File: src/io_settings.svh
`ifndef IO_SETTINGS_SVH
`define IO_SETTINGS_SVH

// ------------------------------
// Address map

// Upper nibble selecting the I/O block
`define IO_REGION 4'hC

// Word addresses of the registers
`define IO_ADDR_LED      32'hC000_0000
`define IO_ADDR_TMR      32'hC000_0004
`define IO_ADDR_SPI_CTRL 32'hC000_0020
`define IO_ADDR_SPI_DATA 32'hC000_0024

// ------------------------------
// Register defaults and rates

// Top LED lit out of reset
`define LED_RESET 3'b100

// clk_48 cycles per microsecond tick
`define TMR_PRESCALE 6'd48

// Bits per SPI transfer
`define SPI_BITS 8

`endif
File: src/io_pkg.sv
`default_nettype none

`include "io_settings.svh"

package io_pkg;

    // ------------------------------
    // Processor I/O bus

    // One request, strobe lasts a single cycle
    typedef struct packed {
        logic        strobe;
        logic        write;
        logic [31:0] addr;
        logic [31:0] wdata;
    } io_req_t;

    // Ready follows the strobe by one cycle
    typedef struct packed {
        logic        ready;
        logic [31:0] rdata;
    } io_rsp_t;

    // ------------------------------
    // Register block to SPI master

    // Write enables are single-cycle pulses
    typedef struct packed {
        logic                 cs_we;
        logic                 cs_value;
        logic                 data_we;
        logic [`SPI_BITS-1:0] data;
    } spi_cmd_t;

    typedef struct packed {
        logic                 busy;
        logic                 cs;
        logic [`SPI_BITS-1:0] shreg;
    } spi_stat_t;

endpackage

`default_nettype wire

File: src/io_top.sv
`timescale 1ns/1ps
`default_nettype none

module io_top (
    input  wire logic            clk_48,
    input  wire logic            rst_n,
    input  wire io_pkg::io_req_t io_req,
    output io_pkg::io_rsp_t      io_rsp,
    output logic [2:0]           led,
    output logic                 spi_cs,
    output logic                 spi_clk,
    output logic                 spi_mosi,
    input  wire logic            spi_miso
);

    import io_pkg::*;

    logic [31:0] usec_count;
    spi_cmd_t    spi_cmd;
    spi_stat_t   spi_stat;

    // ------------------------------
    // Register block

    io_regs io_regs_inst (
        .clk_48     (clk_48),
        .rst_n      (rst_n),
        .io_req     (io_req),
        .io_rsp     (io_rsp),
        .usec_count (usec_count),
        .spi_stat   (spi_stat),
        .spi_cmd    (spi_cmd),
        .led        (led)
    );

    // ------------------------------
    // Microsecond timer

    usec_timer usec_timer_inst (
        .clk_48     (clk_48),
        .rst_n      (rst_n),
        .usec_count (usec_count)
    );

    // ------------------------------
    // SPI master

    spi_master spi_master_inst (
        .clk_48   (clk_48),
        .rst_n    (rst_n),
        .spi_cmd  (spi_cmd),
        .spi_stat (spi_stat),
        .spi_cs   (spi_cs),
        .spi_clk  (spi_clk),
        .spi_mosi (spi_mosi),
        .spi_miso (spi_miso)
    );

endmodule

`default_nettype wire

File: src/usec_timer.sv
`timescale 1ns/1ps
`default_nettype none

`include "io_settings.svh"

module usec_timer (
    input  wire logic  clk_48,
    input  wire logic  rst_n,
    output logic [31:0] usec_count
);

    logic [5:0] prescale;
    logic       tick;

    // Last cycle of each microsecond
    assign tick = (prescale == (`TMR_PRESCALE - 6'd1));

    // ------------------------------
    // Prescaler and counter

    always_ff @(posedge clk_48 or negedge rst_n) begin
        if (!rst_n) begin
            prescale   <= 6'd0;
            usec_count <= 32'd0;
        end else begin
            if (tick) begin
                prescale   <= 6'd0;
                usec_count <= usec_count + 32'd1;
            end else begin
                prescale <= prescale + 6'd1;
            end
        end
    end

endmodule

`default_nettype wire

File: src/spi_master.sv
`timescale 1ns/1ps
`default_nettype none

`include "io_settings.svh"

module spi_master (
    input  wire logic              clk_48,
    input  wire logic              rst_n,
    input  wire io_pkg::spi_cmd_t  spi_cmd,
    output io_pkg::spi_stat_t      spi_stat,
    output logic                   spi_cs,
    output logic                   spi_clk,
    output logic                   spi_mosi,
    input  wire logic              spi_miso
);

    localparam int CNT_W = $clog2(`SPI_BITS + 1);

    logic [CNT_W-1:0]     bit_cnt;
    logic [`SPI_BITS-1:0] shreg;
    logic                 bits_left;

    assign bits_left = (bit_cnt != '0);

    // ------------------------------
    // Chip select, clock and counter

    // Idle bus sits with everything high
    always_ff @(posedge clk_48 or negedge rst_n) begin
        if (!rst_n) begin
            spi_cs   <= 1'b1;
            spi_clk  <= 1'b1;
            spi_mosi <= 1'b1;
            bit_cnt  <= '0;
        end else begin
            if (spi_cmd.cs_we) begin
                spi_cs <= spi_cmd.cs_value;
            end

            // Low phase always lasts one cycle
            if (!spi_clk) begin
                spi_clk <= 1'b1;
            end else if (bits_left && !spi_cmd.data_we) begin
                spi_mosi <= shreg[`SPI_BITS-1];
                spi_clk  <= 1'b0;
                bit_cnt  <= bit_cnt - CNT_W'(1);
            end

            // New byte restarts the transfer
            if (spi_cmd.data_we) begin
                bit_cnt <= CNT_W'(`SPI_BITS);
            end
        end
    end

    // ------------------------------
    // Shift register

    // MSB out on the falling edge, MISO in on the rising edge
    always_ff @(posedge clk_48) begin
        if (spi_cmd.data_we) begin
            shreg <= spi_cmd.data;
        end else if (!spi_clk) begin
            shreg[0] <= spi_miso;
        end else if (bits_left) begin
            shreg <= {shreg[`SPI_BITS-2:0], 1'b0};
        end
    end

    // ------------------------------
    // Status

    always_comb begin
        spi_stat.busy  = bits_left || !spi_clk;
        spi_stat.cs    = spi_cs;
        spi_stat.shreg = shreg;
    end

endmodule

`default_nettype wire

File: src/io_regs.sv
`timescale 1ns/1ps
`default_nettype none

`include "io_settings.svh"

module io_regs (
    input  wire logic              clk_48,
    input  wire logic              rst_n,
    input  wire io_pkg::io_req_t   io_req,
    output io_pkg::io_rsp_t        io_rsp,
    input  wire logic [31:0]       usec_count,
    input  wire io_pkg::spi_stat_t spi_stat,
    output io_pkg::spi_cmd_t       spi_cmd,
    output logic [2:0]             led
);

    import io_pkg::*;

    logic        region_hit;
    logic        write_hit;
    logic [31:0] word_addr;
    logic        rsp_ready;
    logic [31:0] rsp_rdata;
    spi_cmd_t    cmd;

    // ------------------------------
    // Decode

    // Byte lanes are ignored, registers are word-addressed
    assign word_addr  = {io_req.addr[31:2], 2'b00};
    assign region_hit = io_req.strobe && (io_req.addr[31:28] == `IO_REGION);
    assign write_hit  = region_hit && io_req.write;

    // ------------------------------
    // Response

    // Requests outside the region are never answered
    always_ff @(posedge clk_48 or negedge rst_n) begin
        if (!rst_n) begin
            rsp_ready <= 1'b0;
        end else begin
            rsp_ready <= region_hit;
        end
    end

    // Address is held by the master until ready, so the mux can stay combinational
    always_comb begin
        rsp_rdata = 32'd0;
        case (word_addr)
            `IO_ADDR_LED: begin
                rsp_rdata = {29'd0, led};
            end
            `IO_ADDR_TMR: begin
                rsp_rdata = usec_count;
            end
            `IO_ADDR_SPI_CTRL: begin
                rsp_rdata = {30'd0, spi_stat.busy, spi_stat.cs};
            end
            `IO_ADDR_SPI_DATA: begin
                rsp_rdata = {{(32 - `SPI_BITS){1'b0}}, spi_stat.shreg};
            end
            default: begin
                rsp_rdata = 32'd0;
            end
        endcase
    end

    assign io_rsp = '{ready: rsp_ready, rdata: rsp_rdata};

    // ------------------------------
    // LED register

    always_ff @(posedge clk_48 or negedge rst_n) begin
        if (!rst_n) begin
            led <= `LED_RESET;
        end else begin
            if (write_hit && (word_addr == `IO_ADDR_LED)) begin
                led <= io_req.wdata[2:0];
            end
        end
    end

    // ------------------------------
    // SPI commands

    // Taken straight from the strobe cycle so the master acts on the same edge
    always_comb begin
        cmd.cs_we    = write_hit && (word_addr == `IO_ADDR_SPI_CTRL);
        cmd.cs_value = io_req.wdata[0];
        cmd.data_we  = write_hit && (word_addr == `IO_ADDR_SPI_DATA);
        cmd.data     = io_req.wdata[`SPI_BITS-1:0];
    end

    assign spi_cmd = cmd;

endmodule

`default_nettype wire

File: config.mk
export PLATFORM = sky130hd
export DESIGN_NAME = io_top
export DESIGN_NICKNAME = d
export VERILOG_FILES = /design/src/io_pkg.sv /design/src/io_top.sv /design/src/usec_timer.sv /design/src/spi_master.sv /design/src/io_regs.sv
export VERILOG_INCLUDE_DIRS = /design/src
export SDC_FILE = /design/constraint.sdc
export NUM_CORES = 1
export LEC_CHECK = 0
export BUFFER_PORTS_ARGS = -buffer_cell sky130_fd_sc_hd__buf_2
export CORE_UTILIZATION = 40
export DETAILED_ROUTE_END_ITERATION = 12
export GPL_ROUTABILITY_DRIVEN = 0
export GPL_TIMING_DRIVEN = 0
export PLACE_DENSITY = 0.66
export RECOVER_POWER = 25
export SETUP_SLACK_MARGIN = 0.2
export SYNTH_ARGS = -nofsm -noshare
export SYNTH_HDL_FRONTEND = slang
export SYNTH_HIERARCHICAL = 1
export SYNTH_SLANG_ARGS = --single-unit
File: constraint.sdc
create_clock -name clk_48 -period 3.34 [get_ports clk_48]
set_input_delay 0.668 -clock clk_48 [delete_from_list [all_inputs] [get_ports clk_48]]
set_output_delay 0.668 -clock clk_48 [all_outputs]
set_load 0.01 [all_outputs]
Yosys cells after proc, flatten, opt, wreduce, memory -nomap -nowiden:

Cells that the tools add are included.
W data, S select, Z words.

* register bits after elaboration: 57
* bits in latches: 0
* memory bits (writable): 0
* ROM bits: 0
* output and inout port bits: 39
* memories: 0

* add/sub/neg operators: 3
* multiply operators: 0
* divide/modulo/power cells: 0
* magnitude comparators: 0
* equality and inequality tests: 7
* shifts and indexed selects: 0
* multiplexer cells: 11
* bitwise operators: 0
* reductions and logical operators: 16

Operators by type and width (number)
* $pmux W32 S4: 1
* $eq A30 B30 Y1 const B: 4
* $add A32 B1 Y32 const B: 1
* $mux W8: 2
* $mux W4: 3
* $mux W7: 1
* $add A6 B1 Y6 const B: 1
* $eq A6 B6 Y1 const B: 1
* $logic_and A1 B1 Y1: 6
* $mux W6: 1
* $reduce_and A2 Y1: 3
* $reduce_bool A2 Y1: 3
* $eq A4 B4 Y1 const B: 1
* $reduce_bool A4 Y1: 1
* $sub A4 B1 Y4 const B: 1
* $mux W1: 3
* $ne A3 B2 Y1 const B: 1
* $logic_not A1 Y1: 2
* $logic_or A1 B1 Y1: 1

Longest topological paths before layout:

* depth in word-level cells: 9
* depth in mapped cells: 8
* depth with buffers taken out: 6

By module:

The synthesis kept the hierarchy.

By module, submodules not included
* usec_timer: instances 1, cells an instance 155, area each 1779.2 um^2, sequential area each 950.9 um^2
* io_regs: instances 1, cells an instance 84, area each 750.7 um^2, sequential area each 101.3 um^2
* spi_master: instances 1, cells an instance 53, area each 716.9 um^2, sequential area each 419.2 um^2

Worst setup path before layout:

Ideal clock, no wire load.

* path kind: input-to-output
* start: input port io_req[39] in the netlist's numbering
* end: output port io_rsp[11] in the netlist's numbering
* arrival time: 1.831 ns
* required time: 2.672 ns
* slack: 0.841 ns
* stages on the path: 5
* cell sequence: nor4_2 > nand4_2 > nor4_4 > buf_6 > and2_1

RTL lines
* start: declaration: line io_top.sv:7 `input wire io_pkg::io_req_t io_req,`
* end: declaration: line io_top.sv:8 `output io_pkg::io_rsp_t io_rsp,`

==> metrics <==
asr flop ratio synth=86.0%; initial cell density of the core=41.6%; top cells by area, synth=dfrtp_1 35%, edfxtp_1 7.4%, xnor2_1 5.9%; Final Cycle Share=86.7%; CTS resizes=0; critical path's largest stage delay=0.45 ns; syn_area_per_cell=11.1 um2; top_reg_cell synth=dfrtp_1; grt ovf=0; Worst R2R End=usec_timer_inst/usec_count[21]$_DFFE_PN0N_; vias in the first global route=2402; fillers=731; Slew HR=18.3%; Max Slew Vio Count=0; r2r worst-path depth=5; CP cell instances=buf_2 > nor4_2 > nand4_2 > nor4_4 > buf_6 > and2_1 > buf_2; drt first pass iters=4; Hold Crit Class=flip-flop to flip-flop; kind of cell adding the most delay to the critical path=simple AND/OR/NAND/NOR gates; startpoint types=input port; Finished Core Util=50.6%; crit path kind=input port to output port; Yosys warning count=6; max_cap viols=0; placed cell areas=3750 um2; post-route ant nets=0; syn_nets=364; clock sink count=57; pre-CTS setup slack=0.379 ns; Clk Tree Root Cell=clkbuf_8; WL final=6740 um; post-synthesis instance total=292; Worst-Skew Late Latency=0.35 ns; TritonCTS Buffers=9; Critical-path top delay cell=nor4_4; leakage power=1.90 nW; sequential share of the synthesized area=45.3%; Pwr Total=1.69 mW; Inserted Diodes=0; Hold Buf Count CTS=0; worst path arrival time=2.23 ns; Post-synth EDFFs=8; via count=2453; Final Cell Area=3950 um2; area leader, netlist=dfrtp_1; worst endpoint required time=2.67 ns; fin crit period=2.90 ns; Hold Path End=usec_timer_inst/usec_count[31]$_DFFE_PN0N_; Crit. End Element=output port; cell repeated most along the worst path=buf_2; layout cells sized above 1=38.1%; status=completed; Core ar.=7810 um2; f_max=345 MHz; post-synth top area share=34.7%; first-pass GRT wire length=11400 um; CTS tree=done; Hold WS=0.466 ns; IO Port Bufs=75; H-tree Lvls=3; # nets final=450; worst-path maximum fanout=10; initial antenna violation count=0; Clock Skew=0.0100 ns; Clock transition at path regs=0.07 ns; maximum VDD drop=0.240 mV; Hold Vio Cnt, Final=0; Area growth syn-to-layout=21.7%; largest net degree at the start of global routing=50; Post-DP HPWL=4940 um; setup TNS=0 ns; Ports=108; CP bufs+invs=3; all-layer global routing usage=17.4%; final worst slack=0.443 ns; Via-to-Cell Ratio=5.06; Clock Tree Buf Depth=2; worst slew pin tran=1.21 ns; Post-CTS Setup Bufs=0; Inst Count DP=469; Die Wd=92.1 um; Distinct cells, synth=47; row cnt=32; DRC violations left=0; synthesized area=3250 um2; initial DRC count=90; unrepaired setup endpoints after global routing=no; Die Area=8480 um2; P per Cell Area=427 nW/um2; Critical R2R Launch=usec_timer_inst/prescale[0]$_DFF_PN0_; hold path startpoint=usec_timer_inst/usec_count[31]$_DFFE_PN0N_; final setup vio count=0; die span in y=92.1 um; non-filler cells, final=485; WL per Instance=13.9 um; Min-Delay Path Depth=1; Synth Register Bits=57; flop-to-flop setup slack=0.89 ns
layout make-up:
class	instances	area, um2	area share (%)
repair buffers	75	375	9.50
clock inverters	5	53.8	1.36
multi-input cells	208	1600	40.5
flip-flops and latches	57	1470	37.3
well taps	102	128	3.23
plain buffers	21	148	3.74
clock buffers	11	151	3.83
inverters	6	22.5	0.570
registers in the layout, indices dropped and copies added, names as in the netlist:
signal / cells
usec_timer_inst/prescale: 6
spi_master_inst/spi_cs: 1
usec_timer_inst/usec_count: 32
spi_master_inst/spi_clk: 1
io_regs_inst/led: 3
spi_master_inst/shreg: 8
spi_master_inst/bit_cnt: 4
spi_master_inst/spi_mosi: 1
io_regs_inst/rsp_ready: 1
cell usage in the layout, fill, tap and decap left out, types with 2 or more instances in the layout:
cell type / n
nor2b_1: 2
nand4_1: 13
nand2b_1: 2
nor4_1: 6
xnor2_1: 22
o21ai_0: 2
buf_2: 79
nor3b_2: 2
mux2_2: 12
nor4_2: 5
buf_4: 11
buf_6: 3
nor2_1: 18
and3_1: 7
nand4b_1: 2
and2_1: 24
nand3_1: 18
mux2_1: 3
nand2_1: 13
edfxtp_1: 8
or2_2: 3
clkbuf_1: 3
clkinv_2: 3
dfstp_2: 4
and4_1: 7
nor3_1: 5
mux2i_1: 6
mux4_2: 2
nor4_4: 5
inv_1: 6
xor2_1: 11
clkbuf_8: 11
dfrtp_1: 45
ha_1: 3
worst max-delay path by stage:
stage	startpoint	to	slack, ns	cells past startpoint
after global placement	io_req[55]	io_rsp[13]	0.37	7
after detailed placement	io_req[39]	io_rsp[13]	0.38	7
after floorplan	io_req[39]	io_rsp[11]	0.84	5
after CTS	io_req[39]	io_rsp[13]	0.38	7
after global routing	io_req[39]	io_rsp[13]	0.28	7
final	io_req[39]	io_rsp[13]	0.44	7
per-layer routing:
metal	vias up	GRT usage [%]	wire length [um]
li1	1208	-	-
met1	1164	22.5	3120
met2	70	26.9	3070
met3	11	6.22	453
met4	0	5.86	96
met5	-	0	0
synth_stat cells (4+ instances only):
cell and instances:
and2_1 25, and3_1 7, and4_1 7, buf_2 4, buf_4 11, dfrtp_1 45, dfstp_2 4, edfxtp_1 8
inv_1 6, mux2_2 12, mux2i_1 6, nand2_1 13, nand3_1 17, nand4_1 13, nor2_1 18, nor3_1 5
nor4_1 6, nor4_2 5, nor4_4 5, xnor2_1 22, xor2_1 11
report_power, final:
group          internal [mW]  switching (mW)
Clock                  0.382           0.288
Sequential             0.793          0.0389
Combinational          0.105          0.0802
Total                   1.28           0.407
cell families after synthesis:
group,count (synthesis),synth area share (%)
AND/OR/NAND/NOR,141,29.3
flip-flops,57,45.3
XOR/XNOR,33,8.90
buffers and inverters,27,5.24
multiplexers,23,8.44
AO/OA/AOI/OAI,8,1.66
adder cells (fa/ha/maj),3,1.16
worst reg2reg max path, stage by stage (launching register included):
cell and delay, ns:
dfrtp_1 0.40, ha_1 0.25, nand3_1 0.22, nor4_1 1.07, nand4_1 0.22, xnor2_1 0.18
Power figures use the tool's default switching activity.
